[src/tiny_pipe_cfg.svh]
// Tiny pipeline configuration
`ifndef TINY_PIPE_CFG_SVH
`define TINY_PIPE_CFG_SVH

// Program counter width, also the instruction memory address width
`define TP_PC_W 8

// Register file and data path width
`define TP_DATA_W 8

// One instruction word
`define TP_INSTR_W 16

// Retire tracker sequence numbers
`define TP_SEQ_W 16

// Decode stall counter, saturates at all ones
`define TP_STALL_W 3

// Words in the core data memory
`define TP_DMEM_DEPTH 16

`endif

[src/tiny_pipe_pkg.sv]
// Tiny pipeline shared types
package tiny_pipe_pkg;

    //////////////////////////////////////////////////////////////////////
    // Instruction word layout
    //   [15:12] opcode
    //   [11:10] rd
    //   [9:8]   rs1
    //   [7:6]   rs2 for ADD, SUB and ST
    //   [7:0]   immediate for LDI, jump target for JMP
    // LD reads dmem[rs1], ST writes rs2 into dmem[rs1]
    // Data memory address is the low bits of the rs1 value
    //////////////////////////////////////////////////////////////////////

    // Opcodes, unlisted codes behave as NOP
    typedef enum logic [3:0] {
        OP_NOP = 4'd0,
        OP_LDI = 4'd1,
        OP_ADD = 4'd2,
        OP_SUB = 4'd3,
        OP_LD  = 4'd4,
        OP_ST  = 4'd5,
        OP_JMP = 4'd6
    } opcode_e;

    // One of four architectural registers
    typedef logic [1:0] reg_idx_t;

    // Decoded view of one instruction word, rs2 lives in imm[7:6]
    typedef struct packed {
        opcode_e    op;
        reg_idx_t   rd;
        reg_idx_t   rs1;
        logic [7:0] imm;
    } instr_t;

endpackage

[src/stage_bus_if.sv]
// Fetch to core stage bus
`timescale 1ns/1ps
`include "tiny_pipe_cfg.svh"

interface stage_bus_if;

    // Fetch register contents
    logic                   f_valid;
    logic [`TP_PC_W-1:0]    f_pc;
    logic [`TP_INSTR_W-1:0] f_instr;

    // Pipeline control from the core
    // Stall is a level, flush a single cycle pulse
    logic                   stall;
    logic                   flush;
    // Jump target, loaded into the PC with flush
    logic [`TP_PC_W-1:0]    redirect_pc;

    modport fetch (
        output f_valid, f_pc, f_instr,
        input  stall, flush, redirect_pc
    );

    modport core (
        input  f_valid, f_pc, f_instr,
        output stall, flush, redirect_pc
    );

endinterface

[src/trace_if.sv]
// Core to retire tracker trace bus
`timescale 1ns/1ps
`include "tiny_pipe_cfg.svh"

interface trace_if;
    import tiny_pipe_pkg::*;

    // Stage advance strobes
    logic                  take;
    logic                  stall;
    logic                  flush;

    // Instruction now in write-back
    logic                  wb_valid;
    logic [`TP_PC_W-1:0]   wb_pc;
    opcode_e               wb_op;
    reg_idx_t              wb_rd;
    logic [`TP_DATA_W-1:0] wb_result;

    modport core (output take, stall, flush, wb_valid, wb_pc, wb_op, wb_rd, wb_result);

    modport tracker (input take, stall, flush, wb_valid, wb_pc, wb_op, wb_rd, wb_result);

endinterface
[src/exec_core.sv]
// Decode, execute, memory and write-back stages
`timescale 1ns/1ps
`include "tiny_pipe_cfg.svh"

module exec_core (
    input  logic      clk,
    input  logic      rst,
    stage_bus_if.core bus,
    trace_if.core     trace
);
    import tiny_pipe_pkg::*;

    localparam int NREG    = 2 ** $bits(reg_idx_t);
    localparam int DMEM_AW = $clog2(`TP_DMEM_DEPTH);

    // Decode register
    logic                  d_valid;
    logic [`TP_PC_W-1:0]   d_pc;
    instr_t                d_instr;
    // Execute register
    logic                  ex_valid;
    logic [`TP_PC_W-1:0]   ex_pc;
    opcode_e               ex_op;
    reg_idx_t              ex_rd;
    reg_idx_t              ex_rs1;
    reg_idx_t              ex_rs2;
    logic [`TP_DATA_W-1:0] ex_a;
    logic [`TP_DATA_W-1:0] ex_b;
    logic [`TP_DATA_W-1:0] ex_imm;
    // Memory register
    logic                  m_valid;
    logic [`TP_PC_W-1:0]   m_pc;
    opcode_e               m_op;
    reg_idx_t              m_rd;
    logic [`TP_DATA_W-1:0] m_val;
    logic [DMEM_AW-1:0]    m_addr;
    // Write-back register
    logic                  w_valid;
    logic [`TP_PC_W-1:0]   w_pc;
    opcode_e               w_op;
    reg_idx_t              w_rd;
    logic [`TP_DATA_W-1:0] w_result;

    // Architectural state
    logic [`TP_DATA_W-1:0] rf   [NREG];
    logic [`TP_DATA_W-1:0] dmem [`TP_DMEM_DEPTH];

    logic                  ex_wr, m_wr, w_wr;
    reg_idx_t              d_rs2;
    logic [`TP_DATA_W-1:0] rs1_val, rs2_val, ex_result;
    logic                  hazard, stall, flush;

    function automatic logic writes_reg(opcode_e op);
        return op inside {OP_LDI, OP_ADD, OP_SUB, OP_LD};
    endfunction

    function automatic logic reads_rs1(opcode_e op);
        return op inside {OP_ADD, OP_SUB, OP_LD, OP_ST};
    endfunction

    function automatic logic reads_rs2(opcode_e op);
        return op inside {OP_ADD, OP_SUB, OP_ST};
    endfunction

    // True when an instruction with these sources reads register r
    function automatic logic reads_reg(opcode_e op, reg_idx_t s1, reg_idx_t s2, reg_idx_t r);
        return (reads_rs1(op) && s1 == r) || (reads_rs2(op) && s2 == r);
    endfunction

    //////////////////////////////////////////////////////////////////////
    // Decode and interlock
    //////////////////////////////////////////////////////////////////////

    assign ex_wr = ex_valid && writes_reg(ex_op);
    assign m_wr  = m_valid && writes_reg(m_op);
    assign w_wr  = w_valid && writes_reg(w_op);
    assign d_rs2 = d_instr.imm[7:6];

    // No forwarding, wait until the producer reaches write-back
    assign hazard = d_valid && (
        (reads_rs1(d_instr.op) && ((ex_wr && ex_rd == d_instr.rs1) ||
                                   (m_wr && m_rd == d_instr.rs1))) ||
        (reads_rs2(d_instr.op) && ((ex_wr && ex_rd == d_rs2) ||
                                   (m_wr && m_rd == d_rs2))));

    // Jump in execute wins, the stalled instruction is wrong path anyway
    assign flush = ex_valid && ex_op == OP_JMP;
    assign stall = hazard && !flush;

    // Write-back value is visible to decode in the same cycle
    assign rs1_val = (w_wr && w_rd == d_instr.rs1) ? w_result : rf[d_instr.rs1];
    assign rs2_val = (w_wr && w_rd == d_rs2) ? w_result : rf[d_rs2];

    // Execute ALU, ST carries its store data on
    always_comb begin
        case (ex_op)
            OP_LDI:  ex_result = ex_imm;
            OP_ADD:  ex_result = ex_a + ex_b;
            OP_SUB:  ex_result = ex_a - ex_b;
            OP_ST:   ex_result = ex_b;
            OP_JMP:  ex_result = ex_imm;
            default: ex_result = ex_a;
        endcase
    end

    // Stage valids, a stall leaves a bubble in execute
    always_ff @(posedge clk) begin
        if (rst) begin
            d_valid  <= 1'b0;
            ex_valid <= 1'b0;
            m_valid  <= 1'b0;
            w_valid  <= 1'b0;
        end else begin
            if (flush)
                d_valid <= 1'b0;
            else if (!stall)
                d_valid <= bus.f_valid;
            ex_valid <= d_valid && !stall && !flush;
            m_valid  <= ex_valid;
            w_valid  <= m_valid;
        end
    end

    // Stage payloads
    always_ff @(posedge clk) begin
        if (!stall) begin
            d_pc    <= bus.f_pc;
            d_instr <= instr_t'(bus.f_instr);
        end
        ex_pc    <= d_pc;
        ex_op    <= d_instr.op;
        ex_rd    <= d_instr.rd;
        ex_rs1   <= d_instr.rs1;
        ex_rs2   <= d_rs2;
        ex_a     <= rs1_val;
        ex_b     <= rs2_val;
        ex_imm   <= d_instr.imm;
        m_pc     <= ex_pc;
        m_op     <= ex_op;
        m_rd     <= ex_rd;
        m_val    <= ex_result;
        m_addr   <= ex_a[DMEM_AW-1:0];
        w_pc     <= m_pc;
        w_op     <= m_op;
        w_rd     <= m_rd;
        w_result <= (m_op == OP_LD) ? dmem[m_addr] : m_val;
    end

    // Data memory write in the memory stage, register write in write-back
    always_ff @(posedge clk) begin
        if (m_valid && m_op == OP_ST)
            dmem[m_addr] <= m_val;
        if (w_wr)
            rf[w_rd] <= w_result;
    end

    // Control back to fetch
    assign bus.stall       = stall;
    assign bus.flush       = flush;
    assign bus.redirect_pc = ex_imm;

    // Trace strobes follow the same advance rules
    assign trace.take      = bus.f_valid && !stall && !flush;
    assign trace.stall     = stall;
    assign trace.flush     = flush;
    assign trace.wb_valid  = w_valid;
    assign trace.wb_pc     = w_pc;
    assign trace.wb_op     = w_op;
    assign trace.wb_rd     = w_rd;
    assign trace.wb_result = w_result;

    // Stall bubbles keep a consumer out of execute while its producer
    // is still in memory or write-back, otherwise it read a stale value
    a_operands_fresh : assert property (
        @(posedge clk) disable iff (rst)
        ex_valid |-> !(m_wr && reads_reg(ex_op, ex_rs1, ex_rs2, m_rd)) &&
                     !(w_wr && reads_reg(ex_op, ex_rs1, ex_rs2, w_rd))
    );

endmodule

[src/fetch_unit.sv]
// Instruction fetch stage
`timescale 1ns/1ps
`include "tiny_pipe_cfg.svh"

module fetch_unit (
    input  logic                   clk,
    input  logic                   rst,
    output logic [`TP_PC_W-1:0]    imem_addr,
    input  logic [`TP_INSTR_W-1:0] imem_data,
    stage_bus_if.fetch             bus
);

    // Address of the word presented on imem_data this cycle
    logic [`TP_PC_W-1:0] pc;

    // Instruction memory answers in the same cycle
    assign imem_addr = pc;

    // PC and fetch register valid
    always_ff @(posedge clk) begin
        if (rst) begin
            pc          <= '0;
            bus.f_valid <= 1'b0;
        end else if (bus.flush) begin
            // Jump resolved, word at pc is wrong path and dropped
            pc          <= bus.redirect_pc;
            bus.f_valid <= 1'b0;
        end else if (!bus.stall) begin
            pc          <= pc + 1'b1;
            bus.f_valid <= 1'b1;
        end
    end

    // Fetch register payload, held while decode is stalled
    always_ff @(posedge clk) begin
        if (!bus.stall) begin
            bus.f_pc    <= pc;
            bus.f_instr <= imem_data;
        end
    end

    // Core must drop a hazard stall when it redirects
    a_no_stall_with_flush : assert property (
        @(posedge clk) disable iff (rst) !(bus.stall && bus.flush)
    );

endmodule

[src/retire_tracker.sv]
// Instruction sequence and retire tracking
`timescale 1ns/1ps
`include "tiny_pipe_cfg.svh"

module retire_tracker (
    input  logic                    clk,
    input  logic                    rst,
    trace_if.tracker                trace,
    output logic                    retire_valid,
    output logic [`TP_SEQ_W-1:0]    retire_seq,
    output logic [`TP_PC_W-1:0]     retire_pc,
    output tiny_pipe_pkg::opcode_e  retire_op,
    output tiny_pipe_pkg::reg_idx_t retire_rd,
    output logic [`TP_DATA_W-1:0]   retire_result,
    output logic [`TP_STALL_W-1:0]  retire_stalls
);
    import tiny_pipe_pkg::*;

    // Slot index per stage
    localparam int S_F   = 0;
    localparam int S_D   = 1;
    localparam int S_E   = 2;
    localparam int S_M   = 3;
    localparam int S_W   = 4;
    localparam int NSLOT = 5;

    logic [`TP_SEQ_W-1:0]   next_seq;
    logic                   slot_valid  [NSLOT];
    logic [`TP_SEQ_W-1:0]   slot_seq    [NSLOT];
    logic [`TP_STALL_W-1:0] slot_stalls [NSLOT];

    // Last retired number, kept for the ordering check
    logic                   seen;
    logic [`TP_SEQ_W-1:0]   last_seq;

    //////////////////////////////////////////////////////////////////////
    // Slot shifting, mirrors the core on take, stall and flush
    //////////////////////////////////////////////////////////////////////

    always_ff @(posedge clk) begin
        if (rst) begin
            next_seq <= '0;
            for (int i = 0; i < NSLOT; i++)
                slot_valid[i] <= 1'b0;
        end else begin
            // Fetch register fills on every unstalled edge
            if (trace.flush) begin
                slot_valid[S_F] <= 1'b0;
            end else if (!trace.stall) begin
                slot_valid[S_F] <= 1'b1;
                next_seq        <= next_seq + 1'b1;
            end
            if (trace.flush)
                slot_valid[S_D] <= 1'b0;
            else if (!trace.stall)
                slot_valid[S_D] <= trace.take;
            slot_valid[S_E] <= slot_valid[S_D] && !trace.stall && !trace.flush;
            slot_valid[S_M] <= slot_valid[S_E];
            slot_valid[S_W] <= slot_valid[S_M];
        end
    end

    // Numbers and stall counts
    always_ff @(posedge clk) begin
        if (!trace.stall) begin
            slot_seq[S_F]    <= next_seq;
            slot_stalls[S_F] <= '0;
            slot_seq[S_D]    <= slot_seq[S_F];
            slot_stalls[S_D] <= slot_stalls[S_F];
        end else if (slot_stalls[S_D] != '1) begin
            // Another cycle waiting in decode, saturating
            slot_stalls[S_D] <= slot_stalls[S_D] + 1'b1;
        end
        for (int i = S_E; i < NSLOT; i++) begin
            slot_seq[i]    <= slot_seq[i-1];
            slot_stalls[i] <= slot_stalls[i-1];
        end
    end

    //////////////////////////////////////////////////////////////////////
    // Retire record, one cycle after write-back
    //////////////////////////////////////////////////////////////////////

    always_ff @(posedge clk) begin
        if (rst) begin
            retire_valid <= 1'b0;
            seen         <= 1'b0;
        end else begin
            retire_valid <= slot_valid[S_W];
            if (retire_valid)
                seen <= 1'b1;
        end
    end

    always_ff @(posedge clk) begin
        retire_seq    <= slot_seq[S_W];
        retire_stalls <= slot_stalls[S_W];
        retire_pc     <= trace.wb_pc;
        retire_op     <= trace.wb_op;
        retire_rd     <= trace.wb_rd;
        retire_result <= trace.wb_result;
        if (retire_valid)
            last_seq <= retire_seq;
    end

    // Core only takes from a fetch register the tracker also sees as full
    a_take_has_slot : assert property (
        @(posedge clk) disable iff (rst) trace.take |-> slot_valid[S_F]
    );

    // Tracker write-back slot lines up with the core
    a_wb_in_step : assert property (
        @(posedge clk) disable iff (rst) slot_valid[S_W] == trace.wb_valid
    );

    // Retirement in program order
    a_seq_increasing : assert property (
        @(posedge clk) disable iff (rst) retire_valid && seen |-> retire_seq > last_seq
    );

endmodule

[src/tiny_pipe_top.sv]
// Tiny pipeline top level
`timescale 1ns/1ps
`include "tiny_pipe_cfg.svh"

module tiny_pipe_top (
    input  logic                    clk,
    input  logic                    rst,
    // Instruction memory, read in the same cycle
    output logic [`TP_PC_W-1:0]     imem_addr,
    input  logic [`TP_INSTR_W-1:0]  imem_data,
    // Retire record
    output logic                    retire_valid,
    output logic [`TP_SEQ_W-1:0]    retire_seq,
    output logic [`TP_PC_W-1:0]     retire_pc,
    output tiny_pipe_pkg::opcode_e  retire_op,
    output tiny_pipe_pkg::reg_idx_t retire_rd,
    output logic [`TP_DATA_W-1:0]   retire_result,
    output logic [`TP_STALL_W-1:0]  retire_stalls
);

    // Fetch to core
    stage_bus_if stage_bus ();
    // Core to tracker
    trace_if     trace ();

    fetch_unit u_fetch (
        .clk       (clk),
        .rst       (rst),
        .imem_addr (imem_addr),
        .imem_data (imem_data),
        .bus       (stage_bus)
    );

    exec_core u_core (
        .clk   (clk),
        .rst   (rst),
        .bus   (stage_bus),
        .trace (trace)
    );

    retire_tracker u_tracker (
        .clk           (clk),
        .rst           (rst),
        .trace         (trace),
        .retire_valid  (retire_valid),
        .retire_seq    (retire_seq),
        .retire_pc     (retire_pc),
        .retire_op     (retire_op),
        .retire_rd     (retire_rd),
        .retire_result (retire_result),
        .retire_stalls (retire_stalls)
    );

endmodule

[config.mk]
export PLATFORM = sky130hd
export DESIGN_NAME = tiny_pipe_top
export DESIGN_NICKNAME = d
export VERILOG_FILES = /design/src/tiny_pipe_pkg.sv /design/src/stage_bus_if.sv /design/src/trace_if.sv /design/src/exec_core.sv /design/src/fetch_unit.sv /design/src/retire_tracker.sv /design/src/tiny_pipe_top.sv
export VERILOG_INCLUDE_DIRS = /design/src
export SDC_FILE = /design/constraint.sdc
export NUM_CORES = 1
export LEC_CHECK = 0
export ABC_AREA = 1
export BUFFER_PORTS_ARGS = -buffer_cell sky130_fd_sc_hd__buf_2
export CAP_MARGIN = 10
export CORE_ASPECT_RATIO = 1.5
export CORE_MARGIN = 2
export CORE_UTILIZATION = 45
export DETAILED_ROUTE_END_ITERATION = 7
export GPL_TIMING_DRIVEN = 0
export SYNTH_ARGS = -nofsm -noshare
export SYNTH_HDL_FRONTEND = slang
export SYNTH_SLANG_ARGS = --single-unit
[constraint.sdc]
create_clock -name clk -period 6.3 [get_ports clk]
set_clock_uncertainty 0.05 [all_clocks]
set_input_delay 1.26 -clock clk [delete_from_list [all_inputs] [get_ports clk]]
set_output_delay 1.26 -clock clk [all_outputs]
set_load 0.01 [all_outputs]
-- Yosys cells after proc, flatten, opt, wreduce, memory -nomap -nowiden
Memory sizes are Yosys's and may differ from the RTL's. A register that Yosys moved wholly into a read port is not among the register bits.
Index checks and enable logic that the tools add are counted.
- bits in writable memories: 260
- bits in registers: 169
- output and inout bits: 50
- bits of input ports: 18
- word-level logic and storage cells: 137
- memories: 5
- muxes and demuxes: 29
- add/subtract/negate cells: 5
- bitwise gates (word level): 10
- equality and inequality tests: 25
- reductions and logical operators: 32
- memory list (name ; words ; width ; read ports ; clocked after Yosys merged registers in ; wr ports ; RTL line ; source):
    u_core.dmem ; 16 ; 8 ; 1 ; 1 ; 1 ; exec_core.sv:46 ; logic [`TP_DATA_W-1:0] dmem [`TP_DMEM_DEPTH];
    u_tracker.slot_seq ; 5 ; 16 ; 5 ; 1 ; 5 ; retire_tracker.sv:29 ; logic [`TP_SEQ_W-1:0] slot_seq [NSLOT];
    u_core.rf ; 4 ; 8 ; 2 ; 2 ; 1 ; exec_core.sv:45 ; logic [`TP_DATA_W-1:0] rf [NREG];
    u_tracker.slot_stalls ; 5 ; 3 ; 5 ; 1 ; 5 ; retire_tracker.sv:30 ; logic [`TP_STALL_W-1:0] slot_stalls [NSLOT];
    u_tracker.slot_valid ; 5 ; 1 ; 4 ; 1 ; 5 ; retire_tracker.sv:28 ; logic slot_valid [NSLOT];
- operators with widths (cell ; number):
    == test 4 x 2 -> 1 bit, second input constant ; 8
    == test 4 x 3 -> 1 bit, second input constant ; 8
    one-hot mux 8 bit (4 select lines) ; 1
    two-way mux 1 bit ; 24
    two-way mux 8 bit ; 3
    logical AND 1 bit ; 19
    adder 16 x 1 -> 16 bit, second input constant ; 1
    nonzero test 4 bit ; 4
    == test 4 x 1 -> 1 bit, second input constant ; 3
    adder 8 x 1 -> 8 bit, second input constant ; 1
    adder 8 bit ; 1
    == test 2 bit ; 4
    OR 1 bit ; 8
    subtractor 8 bit ; 1
    OR reduction 2 bit ; 2
    adder 3 x 1 -> 3 bit, second input constant ; 1
    logical OR 1 bit ; 3
    two-way mux 3 bit ; 1
    inequality test 3 bit, second input constant ; 1
    nonzero test 3 bit ; 1
    logical NOT 1 bit ; 2
    inequality test 2 x 1 -> 1 bit, second input constant ; 1
    NOT 1 bit ; 2
    AND reduction 2 bit ; 1

-- Depth between registers and ports, before layout
Gate-level depths: netlist (run 1).
- depth in word-level cells: 14
- gate-level depth with buffers: 19
- mapped depth without buffers: 18

-- Modules after synthesis
A second synthesis (run 1) with hierarchy kept.
- cells, all modules: 1142
- area total of the unflattened synthesis: 14998.1 um2
- by module, submodules not included (module ; area an instance (um2) ; cells each ; instances ; seq. area each (um2)):
    exec_core ; 9640.5 ; 757 ; 1 ; 7046.8
    retire_tracker ; 4095.2 ; 277 ; 1 ; 3473.3
    fetch_unit ; 1262.5 ; 108 ; 1 ; 900.9

-- Least setup slack after synthesis (run 1)
OpenSTA, ideal clock, no wires.
- kind: register to register
- start point: register u_core.d_instr[9] (netlist bit)
- end point: memory u_tracker.slot_stalls[1][0] (netlist bit) (enable)
- data required time: 5946 ps
- stages on the path, launching flop included: 12
- clock period less this slack: 2720 ps
- path slack: 3580 ps
- arrival: 2367 ps
- setup time: 304 ps
- path buffers: 2
- cells stage by stage: edfxtp_1 xor2_1 nor2_1 nand2_1 nand2_1 nand2_1 nand2_2 buf_6 nand3_2 buf_2 inv_1 nand2_1
- RTL lines (item ; RTL line ; source):
    start, declared ; exec_core.sv:19 ; instr_t d_instr;
    start signal, assigned ; exec_core.sv:128 ; d_instr <= instr_t'(bus.f_instr);
    end, declared ; retire_tracker.sv:30 ;

==> results of run 1 <==
-- state kept, by name (all words and copies together) (netlist names), 8 cells and up, named ones only --
| register | cells |
|---|---|
| u_tracker.retire_pc | 8 |
| u_tracker.slot_seq | 80 |
| u_tracker.retire_result | 8 |
| u_fetch.bus.f_instr | 16 |
| u_core.bus.redirect_pc | 8 |
| u_tracker.slot_stalls | 12 |
| u_core.m_pc | 8 |
| u_tracker.next_seq | 16 |
| u_core.d_instr | 16 |
| u_fetch.bus.f_pc | 8 |
| u_core.ex_pc | 8 |
| u_core.d_pc | 8 |
| u_core.rf | 32 |
| u_core.m_val | 8 |
| u_tracker.retire_seq | 16 |
| u_fetch.imem_addr | 8 |
| u_core.trace.wb_pc | 8 |
| u_core.dmem | 128 |
| u_core.trace.wb_result | 8 |
-- logic make-up (layout without fill, tap and decap cells) --
| logic type | Yosys count | after routing | synth area share |
|---|---|---|---|
| AOI/OAI and AO/OA | 184 | 184 | 0.0756 |
| other | 1 | 3 | 0.000251 |
| and+or+nand+nor | 355 | 355 | 0.105 |
| DFF | 447 | 447 | 0.763 |
| adders and majority gates | 13 | 13 | 0.0114 |
| buffers and inverters | 96 | 242 | 0.0264 |
| xor gates and xnor gates | 32 | 32 | 0.0187 |
-- layout by cell type (no fill, tap or decap), types with 2 or more instances in the layout --
| master | synthesis | layout |
|---|---|---|
| nand3_1 | 61 | 61 |
| o22ai_1 | 7 | 7 |
| o21ai_1 | 3 | 3 |
| a22oi_1 | 64 | 64 |
| clkinv_4 | 0 | 2 |
| xor2_1 | 24 | 24 |
| clkinv_1 | 3 | 3 |
| nor2_2 | 8 | 8 |
| a32oi_1 | 2 | 2 |
| nand3_2 | 2 | 2 |
| buf_4 | 1 | 4 |
| clkinv_2 | 0 | 4 |
| bufinv_16 | 0 | 4 |
| inv_6 | 0 | 2 |
| clkbuf_1 | 18 | 29 |
| nand2_1 | 167 | 167 |
| dfxtp_1 | 200 | 200 |
| ha_1 | 12 | 12 |
| conb_1 | 1 | 3 |
| xnor2_1 | 8 | 8 |
| inv_4 | 1 | 3 |
| nand4_1 | 12 | 12 |
| o2111ai_1 | 5 | 5 |
| inv_2 | 5 | 5 |
| a21oi_1 | 76 | 76 |
| buf_6 | 2 | 2 |
| nor2_1 | 69 | 69 |
| nand3b_1 | 4 | 4 |
| clkbuf_8 | 0 | 4 |
| nand2_2 | 6 | 6 |
| inv_1 | 52 | 53 |
| a21oi_2 | 2 | 2 |
| edfxtp_1 | 247 | 247 |
| buf_1 | 3 | 3 |
| o21ai_0 | 21 | 21 |
| buf_2 | 11 | 79 |
| nor4_1 | 3 | 3 |
| clkbuf_16 | 0 | 42 |
| nor3_1 | 16 | 16 |
-- stage by stage --
step	hold WS [ns]	area, µm²	instances
2_1_floorplan	0.260	15000	1130
3_3_place_gp	0.261	15800	1612
3_5_place_dp	0.262	15900	1615
4_1_cts	0.270	17200	1689
5_1_grt	0.279	17200	1691
6_report	0.273	17200	1691
-- per-layer routing --
layer	routed length, µm	global-route usage	up-vias
met4	1100	0.0708	0
met2	15900	0.320	274
met5	0	0	-
li1	-	-	4237
met3	1430	0.0303	71
met1	11600	0.199	4123
-- critical path, cell delays in order (launching register included) --
cell,delay [ns]
dfxtp_1,0.30
buf_2,0.15
inv_1,0.19
clkbuf_1,0.40
nand2_1,0.10
a32oi_1,0.47
inv_1,0.09
ha_1,0.24
fa_1,0.38
nor2_1,0.13
o21ai_0,0.09
nand2_1,0.11
nand2_1,0.06
a21oi_1,0.17
o21ai_0,0.10
nand3_1,0.09
nand3b_1,0.10
-- cell type report --
type / count / area (µm²)
clock buffer: 58 / 1150
buffer: 35 / 166
fill: 2774 / 15500
timing repair buffer: 72 / 388
sequential: 447 / 11400
inverter: 61 / 231
tap: 415 / 519
multi-input combinational: 587 / 3160
clock inverter: 16 / 199
-- final timing paths --
path	end	cells past startpoint
worst min-delay path	u_tracker.slot_seq[4][7]	0
worst max-delay path	u_core.m_val[6]	16
worst min register to register	u_tracker.slot_seq[4][7]	0
worst max register to register	u_core.m_val[6]	16
-- power by group through the flow --
stage	Combinational [mW]	Clock, mW	Sequential, mW
3_3_place_gp	0.259	0	3.33
6_report	0.263	2.48	3.27
2_1_floorplan	0.164	0	3.30
4_1_cts	0.262	2.55	3.27
3_5_place_dp	0.261	0	3.34
5_1_grt	0.292	2.66	3.28
==> impl_metrics.env, run 1 <==
export IMPL_antenna_found_initial=0
export IMPL_numCtsBuffers=40
export IMPL_grt_pass1_vias=8663
export IMPL_yosysSeqAreaShare=0.763
export IMPL_period_needed_ns=3.35
export IMPL_worst_pin_slew_ns=0.828
export IMPL_rows=81
export IMPL_vdd_ir_drop_max_mv=0.245
export IMPL_drive_gt1_frac=0.139
export IMPL_syn_to_final_growth_pct=15.2
export IMPL_die_area_mm2=0.0348
export IMPL_critPathArrivalTime_ns=3.72
export IMPL_p_leak_nw=6.61
export IMPL_die_w_um=153
export IMPL_grt_max_degree=53
export IMPL_finalCoreUtilization=0.527
export IMPL_portBuffers=67
export IMPL_setup_violations=0
export IMPL_ys_flop_type="edfxtp_1"
export IMPL_grt_pass1_wl_um=46700
export IMPL_cts_setup_buffers=0
export IMPL_power_density_mw_per_mm2=349
export IMPL_cts_hold_buf=0
export IMPL_swShare=0.215
export IMPL_clockPowerShare=0.412
export IMPL_dr_pass1_iters=6
export IMPL_cts_tree="done"
export IMPL_grt_overflow_total=0
export IMPL_ant_nets=0
export IMPL_max_freq_mhz=299
export IMPL_yosysUniqueCellTypes=45
export IMPL_place_ws_ns=3.03
export IMPL_synth_area_mm2=0.0150
export IMPL_ys_warn_count=0
export IMPL_r2r_setup_slack_ns=2.95
export IMPL_avgViaCountPerCell=5.15
export IMPL_status="complete, no violations"
export IMPL_nNetsFinal=1275
export IMPL_clk_pin_slew_ns=0.06
export IMPL_slew_headroom=0.444
export IMPL_drv_slew=0
export IMPL_hold_class="reg -> reg"
export IMPL_cts_buffer_depth=3
export IMPL_routed_wl_um=30000
export IMPL_min_from="u_tracker.slot_seq[3][7]"
export IMPL_critPathRequiredTime_ns=6.67
export IMPL_postCtsResizedCells=0
export IMPL_cts_sinks=447
export IMPL_cts_root_buf="clkbuf_16"
export IMPL_yosysTopAreaCellShare=0.495
export IMPL_rsz0062_at_grt="false"
export IMPL_io_pins=68
export IMPL_combPwrFrac=0.044
export IMPL_final_hold_violation_count=0
export IMPL_dp_hpwl_um=20100
export IMPL_p_int_mw=4.72
export IMPL_drc=0
export IMPL_synth_commonest_cells="edfxtp_1 (247), dfxtp_1 (200), nand2_1 (167)"
export IMPL_crit_path_start_kind="flop"
export IMPL_synth_edff_count=247
export IMPL_yosysMostFrequentCell="edfxtp_1"
export IMPL_fp_coreArea_mm2=0.0327
export IMPL_p_switching_mw=1.29
export IMPL_drt_wirelength_per_cell_um=17.7
export IMPL_antenna_cells=0
export IMPL_max_cap_violations=0
export IMPL_crit_path_end_kind="flop"
export IMPL_power_total_mw=6.01
export IMPL_ys_seq_elements=447
export IMPL_gp_congestion=0.917
export IMPL_syn_inst=1128
export IMPL_syn_area_per_cell_um2=13.3
export IMPL_vias=8705
export IMPL_cp_max_fo=10
export IMPL_finalCritPeriodShare=0.531
export IMPL_grt_usage=0.173
export IMPL_setup_tns_final_ns=0
export IMPL_clk_latency_ns=0.55
export IMPL_die_h_um=227
export IMPL_drt_initial_drc_count=696
export IMPL_start_util=0.457
export IMPL_synth_largest_area_cell="edfxtp_1"
export IMPL_synthTopCellsByArea="edfxtp_1 (50%), dfxtp_1 (27%), nand2_1 (4.2%)"
export IMPL_layout_setup_ws_ns=2.95
export IMPL_path_class="reg -> reg"
export IMPL_htreeDepth=2
export IMPL_synthArstFlopShare=0
export IMPL_power_frac_seq=0.544
No activity file was read; power rests on OpenSTA's default activity.
==> run 2, diff against run 1 <==
- clock period: 6.3 -> 3 ns (I/O delays scaled with it)
==> impl_metrics.env, run 2 (synthesis results as in run 1) <==
export IMPL_finalCoreUtilization=0.530
export IMPL_p_int_mw=9.93
export IMPL_clockPowerShare=0.412
export IMPL_p_leak_nw=6.64
export IMPL_fp_coreArea_mm2=0.0327
export IMPL_largestRegisters="u_core.dmem (128), u_tracker.slot_seq (80), u_core.rf (32)"
export IMPL_cts_buffer_depth=3
export IMPL_cts_root_buf="clkbuf_16"
export IMPL_drt_wirelength_per_cell_um=17.7
export IMPL_critPathArrivalTime_ns=3.17
export IMPL_final_common_cell="edfxtp_1"
export IMPL_cp_top_family="adder cells"
export IMPL_combPwrFrac=0.045
export IMPL_vdd_ir_drop_max_mv=0.514
export IMPL_power_density_mw_per_mm2=729
export IMPL_crit_path_end_kind="flop"
export IMPL_worst_pin_slew_ns=0.868
export IMPL_setup_tns_final_ns=0
export IMPL_slowest_stage="fa_1"
export IMPL_max_freq_mhz=358
export IMPL_cts_sinks=447
export IMPL_final_cell_area_mm2=0.0173
export IMPL_drc=0
export IMPL_grt_overflow_total=0
export IMPL_routed_wl_um=30000
export IMPL_cts_hold_buf=0
export IMPL_grt_pass1_wl_um=46700
export IMPL_largest_register="u_core.dmem"
export IMPL_setup_violations=0
export IMPL_antenna_found_initial=0
export IMPL_vias=8715
export IMPL_grt_usage=0.173
export IMPL_htreeDepth=2
export IMPL_final_cell_count_no_fill=1694
export IMPL_crit_path_start_kind="flop"
export IMPL_period_needed_ns=2.79
export IMPL_antenna_cells=0
export IMPL_syn_to_final_growth_pct=15.9
export IMPL_hold_class="in -> reg"
export IMPL_crit_buf_inv=4
export IMPL_layout_common_cells="edfxtp_1 (247), dfxtp_1 (199), nand2_1 (163)"
export IMPL_r2r_setup_slack_ns=0.21
export IMPL_slew_headroom=0.417
export IMPL_drt_initial_drc_count=682
export IMPL_power_total_mw=12.7
export IMPL_final_hold_violation_count=0
export IMPL_cts_tree="done"
export IMPL_critPathRequiredTime_ns=3.37
export IMPL_max_cap_violations=0
export IMPL_grt_max_degree=53
export IMPL_status="complete, no violations"
export IMPL_drive_gt1_frac=0.154
export IMPL_portBuffers=67
export IMPL_nNetsFinal=1278
export IMPL_grt_pass1_vias=8658
export IMPL_die_w_um=153
export IMPL_path_class="reg -> reg"
export IMPL_io_pins=68
export IMPL_clk_latency_ns=0.55
export IMPL_crit_chain="buf_2, inv_2, buf_6, nand2_1, a32oi_4, inv_1, ha_1, fa_1, nor2_2, o21ai_0, nand2_1, nand2_1, a21oi_2, o21ai_0, nand3_1, nand3b_1"
export IMPL_cp_max_fo=10
export IMPL_start_util=0.457
export IMPL_gp_congestion=0.917
export IMPL_power_frac_seq=0.543
export IMPL_ant_nets=0
export IMPL_crit_top_cell="nand2_1"
export IMPL_rows=81
export IMPL_dp_hpwl_um=20100
export IMPL_slowest_delay_ns=0.40
export IMPL_avgViaCountPerCell=5.14
export IMPL_p_switching_mw=2.72
export IMPL_largest_reg_flops=128
export IMPL_dp_cells=1615
export IMPL_drv_slew=0
export IMPL_die_area_mm2=0.0348
export IMPL_clk_pin_slew_ns=0.06
export IMPL_finalCritPeriodShare=0.931
export IMPL_dr_pass1_iters=5
export IMPL_numCtsBuffers=40
export IMPL_die_h_um=227
export IMPL_swShare=0.215
export IMPL_dpl_cell_area_mm2=0.0159
## run 2: cell count changes in the layout (fill, tap and decap cells not counted), moves of 2 or more
cell      change
a32oi_1       -2
clkbuf_4      +2
nand3_1       -2
buf_2         -3
nor2_1        -2
clkbuf_1      -2
nand2_2       +4
buf_4         +4
nand3_2       +2
nor2_2        +2
nand2_1       -4
## run 2: worst register-to-register path, stage by stage, from the launching register on
cell	delay, ns
dfxtp_1	0.30
buf_2	0.16
inv_2	0.13
buf_6	0.16
nand2_1	0.09
a32oi_4	0.25
inv_1	0.08
ha_1	0.23
fa_1	0.40
nor2_2	0.13
o21ai_0	0.08
nand2_1	0.11
nand2_1	0.07
a21oi_2	0.15
o21ai_0	0.09
nand3_1	0.09
nand3b_1	0.10
## run 2: cell type report
type / instances / area, µm²
Sequential cell: 447 / 11400
Clock buffer: 58 / 1150
Fill cell: 2770 / 15400
Buffer: 35 / 183
Inverter: 61 / 240
Timing Repair Buffer: 75 / 410
Clock inverter: 16 / 199
Tap cell: 415 / 519
Multi-Input combinational cell: 587 / 3220
## run 2: repair_timing
item	in CTS	in global routing
setup endpoints to repair	3	3
pin swaps	0	1
setup buffers	0	3
resized for setup	7	23
## run 2: worst paths after layout
| path | start | to | cells past startpoint |
|---|---|---|---|
| min | imem_data[15] | u_fetch.bus.f_instr[15] | 1 |
| max | flop | u_core.m_val[6] | 16 |
| max reg2reg | flop | u_core.m_val[6] | 16 |
| min reg2reg | u_tracker.slot_seq[3][7] | u_tracker.slot_seq[4][7] | 0 |
## run 2: power groups by stage
stage / logic, mW / clock network [mW] / registers [mW]
2_1_floorplan: 0.344 / 0 / 6.93
4_1_cts: 0.556 / 5.35 / 6.87
3_3_place_gp: 0.543 / 0 / 6.99
5_1_grt: 0.632 / 5.58 / 6.89
6_report: 0.572 / 5.21 / 6.87
3_5_place_dp: 0.548 / 0 / 7.00
## run 2: layer usage
layer  GRT usage  up-vias  routed length [µm]
met5           0        -                   0
met2       0.319      266               15900
met4      0.0705        0                1120
li1            -     4242                   -
met3      0.0306       74                1390
met1       0.199     4133               11600
## run 2: metrics by stage
step	setup WS (ns)	hold slack (ns)
4_1_cts	0.00530	0.142
5_1_grt	-0.00544	0.152
3_5_place_dp	-0.273	0.262
2_1_floorplan	0.280	0.260
3_3_place_gp	-0.391	0.261
6_report	0.207	0.172
==> run 3, diff against run 2 <==
- BUFFER_PORTS_ARGS: -buffer_cell sky130_fd_sc_hd__buf_2 -> default
- DONT_BUFFER_PORTS: default -> 1
==> impl_metrics.env, run 3 (synthesis results as in run 1) <==
export IMPL_status="complete, no violations"
export IMPL_nNetsFinal=1209
export IMPL_ant_nets=0
export IMPL_final_hold_violation_count=0
export IMPL_path_class="reg -> reg"
export IMPL_avgViaCountPerCell=5.24
export IMPL_critPathRequiredTime_ns=3.38
export IMPL_cp_top_family="compound AO/OA/AOI/OAI gates"
export IMPL_grt_max_degree=51
export IMPL_worst_pin_slew_ns=0.857
export IMPL_critPathArrivalTime_ns=3.19
export IMPL_numCtsBuffers=40
export IMPL_worstReg2RegEnd="u_core.m_val[7]"
export IMPL_fillCellCount=2737
export IMPL_power_total_mw=12.7
export IMPL_largestRegisters="u_core.dmem (128), u_tracker.slot_seq (80), u_core.rf (32)"
export IMPL_crit_start="u_core.bus.redirect_pc[7]"
export IMPL_crit_top_cell="nand3_1"
export IMPL_r2r_start="u_core.bus.redirect_pc[7]"
export IMPL_max_freq_mhz=355
export IMPL_portBuffers=0
export IMPL_p_leak_nw=6.32
export IMPL_cts_root_buf="clkbuf_16"
export IMPL_die_w_um=153
export IMPL_antenna_found_initial=0
export IMPL_crit_chain="clkbuf_4, inv_6, nand3_2, nand2_1, ha_1, a21boi_1, a31oi_1, xor2_1, ha_1, a21oi_1, o31ai_1, a21oi_1, nand3_1, nand3_1, nand3_1"
export IMPL_clk_pin_slew_ns=0.06
export IMPL_cts_hold_buf=0
export IMPL_drive_gt1_frac=0.103
export IMPL_routed_wl_um=30300
export IMPL_rsz0062_at_grt="false"
export IMPL_drc=0
export IMPL_syn_to_final_growth_pct=13.7
export IMPL_vdd_ir_drop_max_mv=0.631
export IMPL_hold_class="in -> reg"
export IMPL_grt_usage=0.173
export IMPL_layout_common_cells="edfxtp_1 (247), dfxtp_1 (200), nand2_1 (166)"
export IMPL_slew_headroom=0.428
export IMPL_clk_latency_ns=0.54
export IMPL_vias=8518
export IMPL_drv_slew=0
export IMPL_reg2regPathDepth=15
export IMPL_setup_violations=0
export IMPL_rows=81
export IMPL_dr_pass1_iters=6
export IMPL_antenna_cells=0
export IMPL_crit_end="u_core.m_val[7]"
export IMPL_cts_sinks=447
export IMPL_dp_hpwl_um=20200
export IMPL_grt_pass1_vias=8420
export IMPL_drt_wirelength_per_cell_um=18.7
export IMPL_max_cap_violations=0
export IMPL_drt_initial_drc_count=724
export IMPL_grt_overflow_total=0
export IMPL_path_depth=15
export IMPL_r2r_setup_slack_ns=0.18
export IMPL_cts_buffer_depth=3
export IMPL_crit_path_start_kind="flop"
export IMPL_slowest_delay_ns=0.32
export IMPL_final_cell_area_mm2=0.0170
export IMPL_fp_coreArea_mm2=0.0327
export IMPL_slowest_stage="ha_1"
export IMPL_crit_buf_inv=2
export IMPL_cp_max_fo=10
export IMPL_dpl_cell_area_mm2=0.0155
export IMPL_start_util=0.457
export IMPL_period_needed_ns=2.82
export IMPL_final_common_cell="edfxtp_1"
export IMPL_htreeDepth=2
export IMPL_largest_reg_flops=128
export IMPL_grt_pass1_wl_um=46400
export IMPL_finalCritPeriodShare=0.939
export IMPL_io_pins=68
export IMPL_largest_register="u_core.dmem"
export IMPL_die_h_um=227
export IMPL_gp_congestion=0.881
export IMPL_cts_tree="done"
export IMPL_crit_path_end_kind="flop"
export IMPL_power_density_mw_per_mm2=745
export IMPL_die_area_mm2=0.0348
-- run 3: worst min-delay path by stage --
stage | startpoint | cells after the start | slack (ns) | end
2_1_floorplan | u_core.ex_pc[0] | 0 | 0.26 | u_core.m_pc[0]
3_3_place_gp | u_tracker.slot_seq[2][9] | 0 | 0.26 | u_tracker.slot_seq[3][9]
6_report | imem_data[10] | 0 | 0.1 | u_fetch.bus.f_instr[10]
5_1_grt | imem_data[10] | 0 | 0.07 | u_fetch.bus.f_instr[10]
3_5_place_dp | u_core.ex_pc[0] | 0 | 0.26 | u_core.m_pc[0]
4_1_cts | imem_data[15] | 0 | 0.07 | u_fetch.bus.f_instr[15]
-- run 3: what timing repair did --
item	CTS	global route
gates resized for setup	8	19
setup endpoints to repair	4	4
pin swaps	0	1
buffers inserted	0	1
-- run 3: layout make-up --
cell class	instances	area, µm²	area share
plain buffers	35	183	0.0107
multi-input cells	587	3210	0.189
well taps	415	519	0.0305
clock buffers	54	1140	0.0670
clock inverters	20	246	0.0145
inverters	61	241	0.0142
repair buffers	6	57.6	0.00338
flip-flops and latches	447	11400	0.671
-- run 3: through the flow --
stage | TNS [ns] | util | cells | worst slack (ns) | hold slack (ns)
after CTS | 0 | 0.518 | 1623 | 0.0195 | 0.0699
final | 0 | 0.520 | 1625 | 0.183 | 0.0970
after detailed placement | -0.466 | 0.475 | 1549 | -0.312 | 0.262
after global placement | -12.68 | 0.473 | 1545 | -0.388 | 0.262
after floorplan | 0 | - | 1130 | 0.280 | 0.260
after global routing | 0 | 0.520 | 1625 | 0.000856 | 0.0727
-- run 3: metal layers --
metal | global-route usage | vias up | routed length [µm]
met4 | 0.0786 | 0 | 1180
met2 | 0.319 | 257 | 16000
met1 | 0.198 | 4094 | 11900
met3 | 0.0284 | 76 | 1270
li1 | - | 4091 | -
met5 | 0 | - | 0
-- run 3: report_power, final --
group / internal (mW) / switching, mW
combinational: 0.167 / 0.337
sequential: 6.69 / 0.218
clock: 3.12 / 2.14
